$ cat src/source/ex_pkg.sv
package ex_pkg;

    localparam int XLEN       = 32;
    localparam int REG_ADDR_W = 5;
    localparam int SHAMT_W    = 5;
    localparam int DIV_CNT_W  = 6;

    // major opcodes, inst[6:0]
    typedef enum logic [6:0] {
        OPC_OP_IMM = 7'b0010011,
        OPC_OP     = 7'b0110011,
        OPC_LOAD   = 7'b0000011,
        OPC_STORE  = 7'b0100011,
        OPC_BRANCH = 7'b1100011,
        OPC_JAL    = 7'b1101111,
        OPC_JALR   = 7'b1100111,
        OPC_LUI    = 7'b0110111,
        OPC_AUIPC  = 7'b0010111,
        OPC_FENCE  = 7'b0001111
    } rv_opcode_e;

    localparam logic [6:0] FUNCT7_BASE   = 7'b0000000;
    localparam logic [6:0] FUNCT7_ALT    = 7'b0100000;  // sub, sra
    localparam logic [6:0] FUNCT7_MULDIV = 7'b0000001;

    typedef enum logic [5:0] {
        OP_NONE,
        OP_ADD, OP_SUB, OP_SLL, OP_SLT, OP_SLTU,
        OP_XOR, OP_SRL, OP_SRA, OP_OR, OP_AND,
        OP_MUL, OP_MULH, OP_MULHSU, OP_MULHU,
        OP_DIV, OP_DIVU, OP_REM, OP_REMU,
        OP_LB, OP_LH, OP_LW, OP_LBU, OP_LHU,
        OP_SB, OP_SH, OP_SW,
        OP_BEQ, OP_BNE, OP_BLT, OP_BGE, OP_BLTU, OP_BGEU,
        OP_JAL, OP_FENCE
    } ex_op_e;

    // compare vector from issue stage
    localparam int CMP_EQ  = 0;
    localparam int CMP_GEU = 1;
    localparam int CMP_GE  = 2;

    typedef enum logic [1:0] {
        DIV_IDLE,
        DIV_BUSY,
        DIV_DONE
    } div_state_e;

endpackage

$ cat src/source/exu_if.sv
`timescale 1ns/1ns

// one decoded operation, decoder to functional units
interface exu_if;
    import ex_pkg::*;

    ex_op_e          op;
    logic [XLEN-1:0] op1;
    logic [XLEN-1:0] op2;
    logic [2:0]      cmp;  // eq, geu, ge

    modport source (output op, op1, op2, cmp);
    modport sink (input op, op1, op2, cmp);

endinterface

$ cat src/source/ex_alu.sv
`timescale 1ns/1ns

module ex_alu (
    exu_if.sink                     u,
    output logic [ex_pkg::XLEN-1:0] alu_result_o
);
    import ex_pkg::*;

    logic [SHAMT_W-1:0] shamt;

    assign shamt = u.op2[SHAMT_W-1:0];

    always_comb begin
        case (u.op)
            OP_ADD:  alu_result_o = u.op1 + u.op2;
            OP_SUB:  alu_result_o = u.op1 - u.op2;
            OP_SLL:  alu_result_o = u.op1 << shamt;
            // issue stage already compared, lt is just not ge
            OP_SLT:  alu_result_o = {{(XLEN-1){1'b0}}, ~u.cmp[CMP_GE]};
            OP_SLTU: alu_result_o = {{(XLEN-1){1'b0}}, ~u.cmp[CMP_GEU]};
            OP_XOR:  alu_result_o = u.op1 ^ u.op2;
            OP_SRL:  alu_result_o = u.op1 >> shamt;
            OP_SRA:  alu_result_o = $unsigned($signed(u.op1) >>> shamt);  // sign fill
            OP_OR:   alu_result_o = u.op1 | u.op2;
            OP_AND:  alu_result_o = u.op1 & u.op2;
            default: alu_result_o = '0;
        endcase
    end

endmodule

$ cat src/source/ex_mul.sv
`timescale 1ns/1ns

module ex_mul (
    exu_if.sink                     u,
    output logic [ex_pkg::XLEN-1:0] mul_result_o
);
    import ex_pkg::*;

    logic [XLEN-1:0]   a_abs;
    logic [XLEN-1:0]   b_abs;
    logic              neg;
    logic [2*XLEN-1:0] prod;
    logic [2*XLEN-1:0] prod_fix;

    always_comb begin
        a_abs = u.op1;
        b_abs = u.op2;
        neg   = 1'b0;
        case (u.op)
            OP_MULH: begin
                a_abs = u.op1[XLEN-1] ? -u.op1 : u.op1;
                b_abs = u.op2[XLEN-1] ? -u.op2 : u.op2;
                neg   = u.op1[XLEN-1] ^ u.op2[XLEN-1];
            end
            OP_MULHSU: begin
                a_abs = u.op1[XLEN-1] ? -u.op1 : u.op1;  // op2 stays unsigned
                neg   = u.op1[XLEN-1];
            end
            default: ;  // mul low half is sign agnostic
        endcase
        prod         = {{XLEN{1'b0}}, a_abs} * {{XLEN{1'b0}}, b_abs};
        prod_fix     = neg ? -prod : prod;
        mul_result_o = (u.op == OP_MUL) ? prod_fix[XLEN-1:0] : prod_fix[2*XLEN-1:XLEN];
    end

endmodule

$ cat src/source/ex_div.sv
`timescale 1ns/1ns

module ex_div (
    input  logic                    clk_i,
    input  logic                    rst_n_i,
    exu_if.sink                     u,
    input  logic                    div_valid_i,
    output logic [ex_pkg::XLEN-1:0] div_result_o,
    output logic                    div_ready_o
);
    import ex_pkg::*;

    div_state_e         state;
    logic [DIV_CNT_W-1:0] cnt;
    logic               signed_op;
    logic               want_rem;
    logic               neg_quo;
    logic               neg_rem;
    logic [XLEN-1:0]    dvs_q;   // divisor magnitude
    logic [XLEN-1:0]    quo_q;   // dividend shifts out, quotient shifts in
    logic [XLEN-1:0]    rem_q;
    logic [XLEN-1:0]    result_q;
    logic [XLEN:0]      part;
    logic [XLEN:0]      diff;
    logic               fits;

    assign signed_op = (u.op == OP_DIV) || (u.op == OP_REM);

    always_comb begin
        part = {rem_q, quo_q[XLEN-1]};
        diff = part - {1'b0, dvs_q};
        fits = ~diff[XLEN];  // no borrow
    end

    always_ff @(posedge clk_i) begin
        if (!rst_n_i) begin
            state <= DIV_IDLE;
            cnt   <= '0;
        end else begin
            case (state)
                DIV_IDLE: begin
                    if (div_valid_i) begin
                        state <= DIV_BUSY;
                        cnt   <= '0;
                    end
                end
                DIV_BUSY: begin
                    if (!div_valid_i) state <= DIV_IDLE;  // dropped by interrupt
                    else if (cnt == DIV_CNT_W'(XLEN)) state <= DIV_DONE;
                    else cnt <= cnt + 1'b1;
                end
                default: state <= DIV_IDLE;
            endcase
        end
    end

    always_ff @(posedge clk_i) begin
        if (state == DIV_IDLE && div_valid_i) begin
            want_rem <= (u.op == OP_REM) || (u.op == OP_REMU);
            // zero divisor keeps the quotient all ones
            neg_quo  <= signed_op && (u.op1[XLEN-1] ^ u.op2[XLEN-1]) && (u.op2 != '0);
            neg_rem  <= signed_op && u.op1[XLEN-1];
            quo_q    <= (signed_op && u.op1[XLEN-1]) ? -u.op1 : u.op1;
            dvs_q    <= (signed_op && u.op2[XLEN-1]) ? -u.op2 : u.op2;
            rem_q    <= '0;
        end else if (state == DIV_BUSY) begin
            if (cnt != DIV_CNT_W'(XLEN)) begin
                rem_q <= fits ? diff[XLEN-1:0] : part[XLEN-1:0];
                quo_q <= {quo_q[XLEN-2:0], fits};
            end else begin
                // most negative over -1 falls out of the magnitudes unchanged
                result_q <= want_rem ? (neg_rem ? -rem_q : rem_q)
                                     : (neg_quo ? -quo_q : quo_q);
            end
        end
    end

    assign div_result_o = result_q;
    assign div_ready_o  = (state == DIV_DONE);

endmodule

$ cat src/source/ex_lsu.sv
`timescale 1ns/1ns

module ex_lsu (
    exu_if.sink                     u,
    input  logic [ex_pkg::XLEN-1:0] mem_rdata_i,
    input  logic [ex_pkg::XLEN-1:0] store_data_i,
    output logic [ex_pkg::XLEN-1:0] lsu_rdata_o,
    output logic [ex_pkg::XLEN-1:0] mem_addr_o,
    output logic [ex_pkg::XLEN-1:0] mem_wdata_o,
    output logic                    mem_we_o,
    output logic                    mem_req_o
);
    import ex_pkg::*;

    logic [1:0]  idx;
    logic [7:0]  rd_byte;
    logic [15:0] rd_half;

    assign mem_addr_o = u.op1 + u.op2;
    assign idx        = mem_addr_o[1:0];

    always_comb begin
        rd_byte     = mem_rdata_i[{idx, 3'b000} +: 8];
        rd_half     = idx[1] ? mem_rdata_i[XLEN-1:16] : mem_rdata_i[15:0];
        lsu_rdata_o = mem_rdata_i;
        mem_wdata_o = store_data_i;
        mem_req_o   = 1'b0;
        mem_we_o    = 1'b0;
        case (u.op)
            OP_LB:  lsu_rdata_o = {{(XLEN-8){rd_byte[7]}}, rd_byte};
            OP_LH:  lsu_rdata_o = {{(XLEN-16){rd_half[15]}}, rd_half};
            OP_LBU: lsu_rdata_o = {{(XLEN-8){1'b0}}, rd_byte};
            OP_LHU: lsu_rdata_o = {{(XLEN-16){1'b0}}, rd_half};
            OP_SB: begin
                mem_wdata_o = mem_rdata_i;  // read-modify-write
                mem_wdata_o[{idx, 3'b000} +: 8] = store_data_i[7:0];
            end
            OP_SH: begin
                mem_wdata_o = mem_rdata_i;
                mem_wdata_o[{idx[1], 4'b0000} +: 16] = store_data_i[15:0];
            end
            default: ;  // lw, sw pass the whole word
        endcase
        if (u.op inside {OP_LB, OP_LH, OP_LW, OP_LBU, OP_LHU, OP_SB, OP_SH, OP_SW})
            mem_req_o = 1'b1;
        if (u.op inside {OP_SB, OP_SH, OP_SW})
            mem_we_o = 1'b1;
    end

endmodule

$ cat src/source/ex_branch.sv
`timescale 1ns/1ns

module ex_branch (
    exu_if.sink                     u,
    input  logic [ex_pkg::XLEN-1:0] inst_addr_next_i,
    output logic                    jump_flag_o,
    output logic [ex_pkg::XLEN-1:0] jump_addr_o
);
    import ex_pkg::*;

    logic [XLEN-1:0] target;
    logic            take;

    assign target = u.op1 + u.op2;

    always_comb begin
        case (u.op)
            OP_BEQ:  take = u.cmp[CMP_EQ];
            OP_BNE:  take = ~u.cmp[CMP_EQ];
            OP_BLT:  take = ~u.cmp[CMP_GE];
            OP_BGE:  take = u.cmp[CMP_GE];
            OP_BLTU: take = ~u.cmp[CMP_GEU];
            OP_BGEU: take = u.cmp[CMP_GEU];
            OP_JAL:  take = 1'b1;  // jal and jalr
            default: take = 1'b0;
        endcase
        jump_flag_o = take || (u.op == OP_FENCE);
        jump_addr_o = (u.op == OP_FENCE) ? inst_addr_next_i : (take ? target : '0);
    end

endmodule

$ cat src/source/ex_top.sv
`timescale 1ns/1ns

module ex_top (
    input  logic                          clk_i,
    input  logic                          rst_n_i,
    input  logic [ex_pkg::XLEN-1:0]       inst_i,
    input  logic [ex_pkg::XLEN-1:0]       inst_addr_next_i,
    input  logic                          reg_we_i,
    input  logic [ex_pkg::REG_ADDR_W-1:0] reg_waddr_i,
    input  logic                          int_assert_i,
    input  logic [ex_pkg::XLEN-1:0]       int_addr_i,
    input  logic [ex_pkg::XLEN-1:0]       op1_i,
    input  logic [ex_pkg::XLEN-1:0]       op2_i,
    input  logic [2:0]                    compare_i,
    input  logic [ex_pkg::XLEN-1:0]       store_data_i,
    input  logic [ex_pkg::XLEN-1:0]       mem_rdata_i,
    input  logic                          mem_ready_i,
    output logic [ex_pkg::XLEN-1:0]       reg_wdata_o,
    output logic                          reg_we_o,
    output logic [ex_pkg::REG_ADDR_W-1:0] reg_waddr_o,
    output logic [ex_pkg::XLEN-1:0]       mem_wdata_o,
    output logic [ex_pkg::XLEN-1:0]       mem_addr_o,
    output logic                          mem_we_o,
    output logic                          mem_req_o,
    output logic                          ready_o,
    output logic                          jump_flag_o,
    output logic [ex_pkg::XLEN-1:0]       jump_addr_o
);
    import ex_pkg::*;

    rv_opcode_e      opcode;
    logic [2:0]      funct3;
    logic [6:0]      funct7;
    ex_op_e          op;
    logic            is_div;
    logic            div_valid;
    logic            div_ready;
    logic            lsu_req;
    logic            lsu_we;
    logic            br_flag;
    logic [XLEN-1:0] br_addr;
    logic [XLEN-1:0] alu_result;
    logic [XLEN-1:0] mul_result;
    logic [XLEN-1:0] div_result;
    logic [XLEN-1:0] lsu_rdata;

    exu_if exu ();

    // shared by op and op-imm, sub only exists in op
    function automatic ex_op_e alu_decode(input logic [2:0] f3, input logic alt,
                                          input logic sub_en);
        case (f3)
            3'b000:  return (alt && sub_en) ? OP_SUB : OP_ADD;
            3'b001:  return OP_SLL;
            3'b010:  return OP_SLT;
            3'b011:  return OP_SLTU;
            3'b100:  return OP_XOR;
            3'b101:  return alt ? OP_SRA : OP_SRL;
            3'b110:  return OP_OR;
            default: return OP_AND;
        endcase
    endfunction

    assign opcode = rv_opcode_e'(inst_i[6:0]);
    assign funct3 = inst_i[14:12];
    assign funct7 = inst_i[31:25];

    always_comb begin
        op = OP_NONE;
        case (opcode)
            OPC_OP_IMM: op = alu_decode(funct3, inst_i[30], 1'b0);
            OPC_OP: begin
                if (funct7 == FUNCT7_MULDIV) begin
                    case (funct3)
                        3'b000:  op = OP_MUL;
                        3'b001:  op = OP_MULH;
                        3'b010:  op = OP_MULHSU;
                        3'b011:  op = OP_MULHU;
                        3'b100:  op = OP_DIV;
                        3'b101:  op = OP_DIVU;
                        3'b110:  op = OP_REM;
                        default: op = OP_REMU;
                    endcase
                end else if (funct7 == FUNCT7_BASE || funct7 == FUNCT7_ALT) begin
                    op = alu_decode(funct3, funct7 == FUNCT7_ALT, 1'b1);
                end
            end
            OPC_LOAD: begin
                case (funct3)
                    3'b000:  op = OP_LB;
                    3'b001:  op = OP_LH;
                    3'b010:  op = OP_LW;
                    3'b100:  op = OP_LBU;
                    3'b101:  op = OP_LHU;
                    default: op = OP_NONE;
                endcase
            end
            OPC_STORE: begin
                case (funct3)
                    3'b000:  op = OP_SB;
                    3'b001:  op = OP_SH;
                    3'b010:  op = OP_SW;
                    default: op = OP_NONE;
                endcase
            end
            OPC_BRANCH: begin
                case (funct3)
                    3'b000:  op = OP_BEQ;
                    3'b001:  op = OP_BNE;
                    3'b100:  op = OP_BLT;
                    3'b101:  op = OP_BGE;
                    3'b110:  op = OP_BLTU;
                    3'b111:  op = OP_BGEU;
                    default: op = OP_NONE;
                endcase
            end
            OPC_JAL, OPC_JALR:  op = OP_JAL;
            OPC_LUI, OPC_AUIPC: op = OP_ADD;  // operands prepared by issue
            OPC_FENCE:          op = OP_FENCE;
            default:            op = OP_NONE;
        endcase
    end

    assign exu.op  = op;
    assign exu.op1 = op1_i;
    assign exu.op2 = op2_i;
    assign exu.cmp = compare_i;

    ex_alu u_alu (
        .u            (exu),
        .alu_result_o (alu_result)
    );

    ex_mul u_mul (
        .u            (exu),
        .mul_result_o (mul_result)
    );

    ex_div u_div (
        .clk_i        (clk_i),
        .rst_n_i      (rst_n_i),
        .u            (exu),
        .div_valid_i  (div_valid),
        .div_result_o (div_result),
        .div_ready_o  (div_ready)
    );

    ex_lsu u_lsu (
        .u            (exu),
        .mem_rdata_i  (mem_rdata_i),
        .store_data_i (store_data_i),
        .lsu_rdata_o  (lsu_rdata),
        .mem_addr_o   (mem_addr_o),
        .mem_wdata_o  (mem_wdata_o),
        .mem_we_o     (lsu_we),
        .mem_req_o    (lsu_req)
    );

    ex_branch u_branch (
        .u                (exu),
        .inst_addr_next_i (inst_addr_next_i),
        .jump_flag_o      (br_flag),
        .jump_addr_o      (br_addr)
    );

    assign is_div    = op inside {OP_DIV, OP_DIVU, OP_REM, OP_REMU};
    assign div_valid = is_div && !int_assert_i;  // no divide start under interrupt

    always_comb begin
        case (op)
            OP_ADD, OP_SUB, OP_SLL, OP_SLT, OP_SLTU,
            OP_XOR, OP_SRL, OP_SRA, OP_OR, OP_AND:   reg_wdata_o = alu_result;
            OP_MUL, OP_MULH, OP_MULHSU, OP_MULHU:    reg_wdata_o = mul_result;
            OP_DIV, OP_DIVU, OP_REM, OP_REMU:        reg_wdata_o = div_result;
            OP_LB, OP_LH, OP_LW, OP_LBU, OP_LHU:     reg_wdata_o = lsu_rdata;
            OP_JAL:                                  reg_wdata_o = inst_addr_next_i;
            default:                                 reg_wdata_o = '0;
        endcase
    end

    // interrupt override
    assign reg_we_o    = !int_assert_i && reg_we_i && (!is_div || div_ready);
    assign reg_waddr_o = reg_waddr_i;
    assign mem_req_o   = lsu_req && !int_assert_i;
    assign mem_we_o    = lsu_we && !int_assert_i;
    assign jump_flag_o = br_flag || int_assert_i;
    assign jump_addr_o = int_assert_i ? int_addr_i : br_addr;

    // stall on memory wait or a running divide
    assign ready_o = !((mem_req_o && !mem_ready_i) || (div_valid && !div_ready));

endmodule

$ cat config.mk
export PLATFORM = sky130hd
export DESIGN_NAME = ex_top
export DESIGN_NICKNAME = d
export VERILOG_FILES = /design/src/source/ex_pkg.sv /design/src/source/exu_if.sv /design/src/source/ex_alu.sv /design/src/source/ex_mul.sv /design/src/source/ex_div.sv /design/src/source/ex_lsu.sv /design/src/source/ex_branch.sv /design/src/source/ex_top.sv
export SDC_FILE = /design/constraint.sdc
export NUM_CORES = 2
export LEC_CHECK = 0
export BUFFER_PORTS_ARGS = -buffer_cell sky130_fd_sc_hd__buf_4
export CAP_MARGIN = 20
export CORE_AREA = 2 2 323 325
export DETAILED_ROUTE_END_ITERATION = 10
export DIE_AREA = 0 0 325 327
export HOLD_SLACK_MARGIN = 0.1
export PLACE_DENSITY = 0.73
export SLEW_MARGIN = 20
export SYNTH_ARGS = -nofsm -noshare
export SYNTH_HDL_FRONTEND = slang
export SYNTH_SLANG_ARGS = --single-unit
export TNS_END_PERCENT = 5
$ cat constraint.sdc
create_clock -name clk_i -period 19.1 [get_ports clk_i]
set_input_delay 2.865 -clock clk_i [delete_from_list [all_inputs] [get_ports clk_i]]
set_output_delay 2.865 -clock clk_i [all_outputs]
set_load 0.05 [all_outputs]
==> flow_metrics.py <==
metrics = {
    "status": {
        "status": "completed",
    },
    "place": {
        "place_congestion": 1.117,
        "dp.cells": 8702,
        "placed_area_sq_mm": 0.06183,
        "io_buffers": 349,
        "dp_hpwl_um": 217600,
    },
    "routing": {
        "wl_per_cell_um": 30.36,
        "ant_nets": 0,
        "drc_errors": 0,
        "dr.pass1.iters": 9,
        "drt_wl_total_um": 265800,
        "via_per_inst": 6.482,
        "drt_iter0_markers": 7114,
        "vias": 56760,
    },
    "finish": {
        "drive_above_1_share": 0.1184,
        "multi_input_area_sq_mm": 0.04733,
        "syn2layout_area_growth_pct": 11.97,
        "final_cell_area_sq_mm": 0.06271,
        "seqCellArea_sq_mm": 0.003774,
        "n_fill_cell": 9272,
        "nets": 8894,
        "finalNonFillerCells": 8756,
    },
    "clock_tree": {
        "insertion_delay_ns": 0.50,
        "cts_resized": 0,
        "cts_buffers": 25,
        "htreeDepth": 4,
        "cts_tree": "yes",
        "cts-root-buf": "clkbuf_16",
        "post-cts-setup-buffers": 0,
        "hold_buffers": 0,
        "clkTransAtPathRegs_ns": 0.05,
        "clock-sinks": 139,
        "max-clock-path-buffers": 3,
    },
    "critical_path": {
        "crit_fanout": 9,
        "cp_slowest_cell": "fa_1",
        "slowest_delay_ns": 0.65,
        "cp.required_ns": 16.23,
        "path_buf_inv": 7,
        "endpoint_kind": "output pin",
        "crit_type": "in -> out",
        "critical-path-top-delay-family": "simple AND/OR/NAND/NOR gates",
        "crit_path_start_kind": "input port",
        "worst_ep_arrival_time_ns": 15.96,
        "worst_path_most_repeated_cell": "fa_1",
    },
    "sta": {
        "setup_tns_ns": 0,
        "finalSetupViolCount": 0,
        "clock-skew-final_ns": 0.02008,
        "worst_slew_pin_slew_ns": 1.271,
        "max_freq_ghz": 0.05312,
        "slew_violations": 0,
        "maxSlewHeadroom": 0.1509,
        "fin_crit_ns": 18.82,
        "hold_violations": 0,
        "rsz0062_at_grt": "false",
        "min_period_over_period": 0.9856,
    },
    "grt": {
        "use_met1": 0.5947,
        "grt_usage": 0.4949,
        "gr-total-overflow": 0,
        "grt_max_degree": 92,
        "grt_pass1_vias": 55790,
        "grtUsageMet3": 0.1902,
        "grt_pass1_wl_um": 380800,
        "grt-busiest-layer": "met2",
        "antenna_found_initial": 31,
        "gr-usage-met2": 0.7225,
    },
    "die": {
        "ioPinCount": 375,
        "start_util": 0.5443,
        "die_height_um": 327,
        "die_x_um": 325,
        "rows": 118,
        "core_sq_mm": 0.1029,
        "die_area_sq_mm": 0.1063,
    },
    "synthesis": {
        "syn_nets": 8613,
        "async_flop_share": 0,
        "ys.flop_type": "edfxtp_1",
        "netlist_instances": 7068,
        "netlist_area_sq_mm": 0.05601,
        "synth_top_area_share": 0.3213,
        "synth_edf_count": 99,
        "synth_seq_cells": 139,
        "synth_cell_types": 99,
        "ys_seq_area_frac": 0.06738,
        "postSynthAreaPerCell_sq_um": 7.924,
        "synth_area_leaders": "fa_1 (32%), ha_1 (9.1%), inv_1 (7.1%)",
        "synth.largest_area_cell": "fa_1",
        "yosysWarnings": 0,
    },
    "min_path": {
        "hold_class": "reg -> reg",
    },
    "run": {
        "cap_violations": 0,
    },
}
## final cells by class
class	instances	share of cell area
Clock inverter	3	0.0001995
Tap cell	1380	0.02753
Inverter	1066	0.06380
Sequential cell	139	0.06017
Clock buffer	30	0.01075
Antenna cell	21	0.0008380
Timing Repair Buffer	668	0.08194
Multi-Input combinational cell	5449	0.7548
## worst min-delay path, delay by kind of cell (launching register included)
family / cells / cell delay (ns)
DFF: 1 / 0.36
and+or+nand+nor: 1 / 0.07
AOI/OAI and AO/OA: 1 / 0.06
## layout by cell type, fill, tap and decap left out, types with 86 or more instances in the layout
cell      Yosys  final
inv_1      1056   1055
fa_1        899    899
a21oi_1     303    303
xnor2_1     293    225
buf_4         5    656
o21ai_0     361    355
edfxtp_1     99     99
nand3_1      86     86
nor2_1      906    903
nand2_1     914    914
ha_1        409    409
## worst paths after layout
kind,from,end,slack (ns),cells after the start
min,u_div.rem_q[6],u_div.rem_q[6],0.54,2
max,op2_i[2],reg_wdata_o[30],0.28,42
max reg2reg,u_div.rem_q[11],u_div.rem_q[2],14.62,12
min reg2reg,u_div.rem_q[6],u_div.rem_q[6],0.54,2
## synth_stat cells, drive strengths merged (37+ instances only)
| library cell | instances |
|---|---|
| inv | 1058 |
| nand2 | 915 |
| nor2 | 907 |
| fa | 899 |
| ha | 409 |
| clkbuf | 377 |
| o21ai | 374 |
| a21oi | 303 |
| xnor2 | 293 |
| edfxtp | 99 |
| nand3 | 86 |
| xor2 | 85 |
| a21o | 69 |
| nor3 | 68 |
| mux2i | 66 |
| a22oi | 60 |
| or3 | 60 |
| o31ai | 57 |
| nand2b | 44 |
| o211ai | 44 |
| mux4 | 42 |
| a211oi | 41 |
| and3 | 40 |
| dfxtp | 40 |
| a221oi | 38 |
| buf | 37 |
## flip-flops by register name (all words and copies together), names as in the netlist
signal and flops:
u_div.div_result_o 32, u_div.cnt 6, u_div.neg_quo 1, u_div.quo_q 32
u_div.want_rem 1, u_div.rem_q 32, u_div.state 2, u_div.dvs_q 32
u_div.neg_rem 1
## stage by stage
stage	setup WS, ns	utilization	hold WS [ns]
after floorplan	0.4164	-	0.4863
after global placement	0.5266	0.6008	0.5090
after detailed placement	0.4561	0.6009	0.5310
after CTS	0.4244	0.6075	0.5385
after global routing	0.002917	0.6090	0.5737
final	0.2759	0.6094	0.5390
## routing by layer
| metal | vias to the layer above | routed length, um |
|---|---|---|
| met5 | - | 222 |
| met4 | 28 | 25300 |
| met3 | 1167 | 37670 |
| met2 | 4198 | 111000 |
| met1 | 27740 | 91560 |
| li1 | 23620 | - |
## cells by family after synthesis
| family | Yosys count | synth area share |
|---|---|---|
| muxes | 116 | 0.03029 |
| AOI/OAI and AO/OA | 1308 | 0.1516 |
| DFF | 139 | 0.06738 |
| and+or+nand+nor | 2339 | 0.1794 |
| xor gates and xnor gates | 378 | 0.05911 |
| adders and majority gates | 1308 | 0.4127 |
| buffers and inverters | 1480 | 0.09961 |
Power is not shown: default switching activity piles up to over one toggle a cycle in this logic, so the estimate is an artifact.
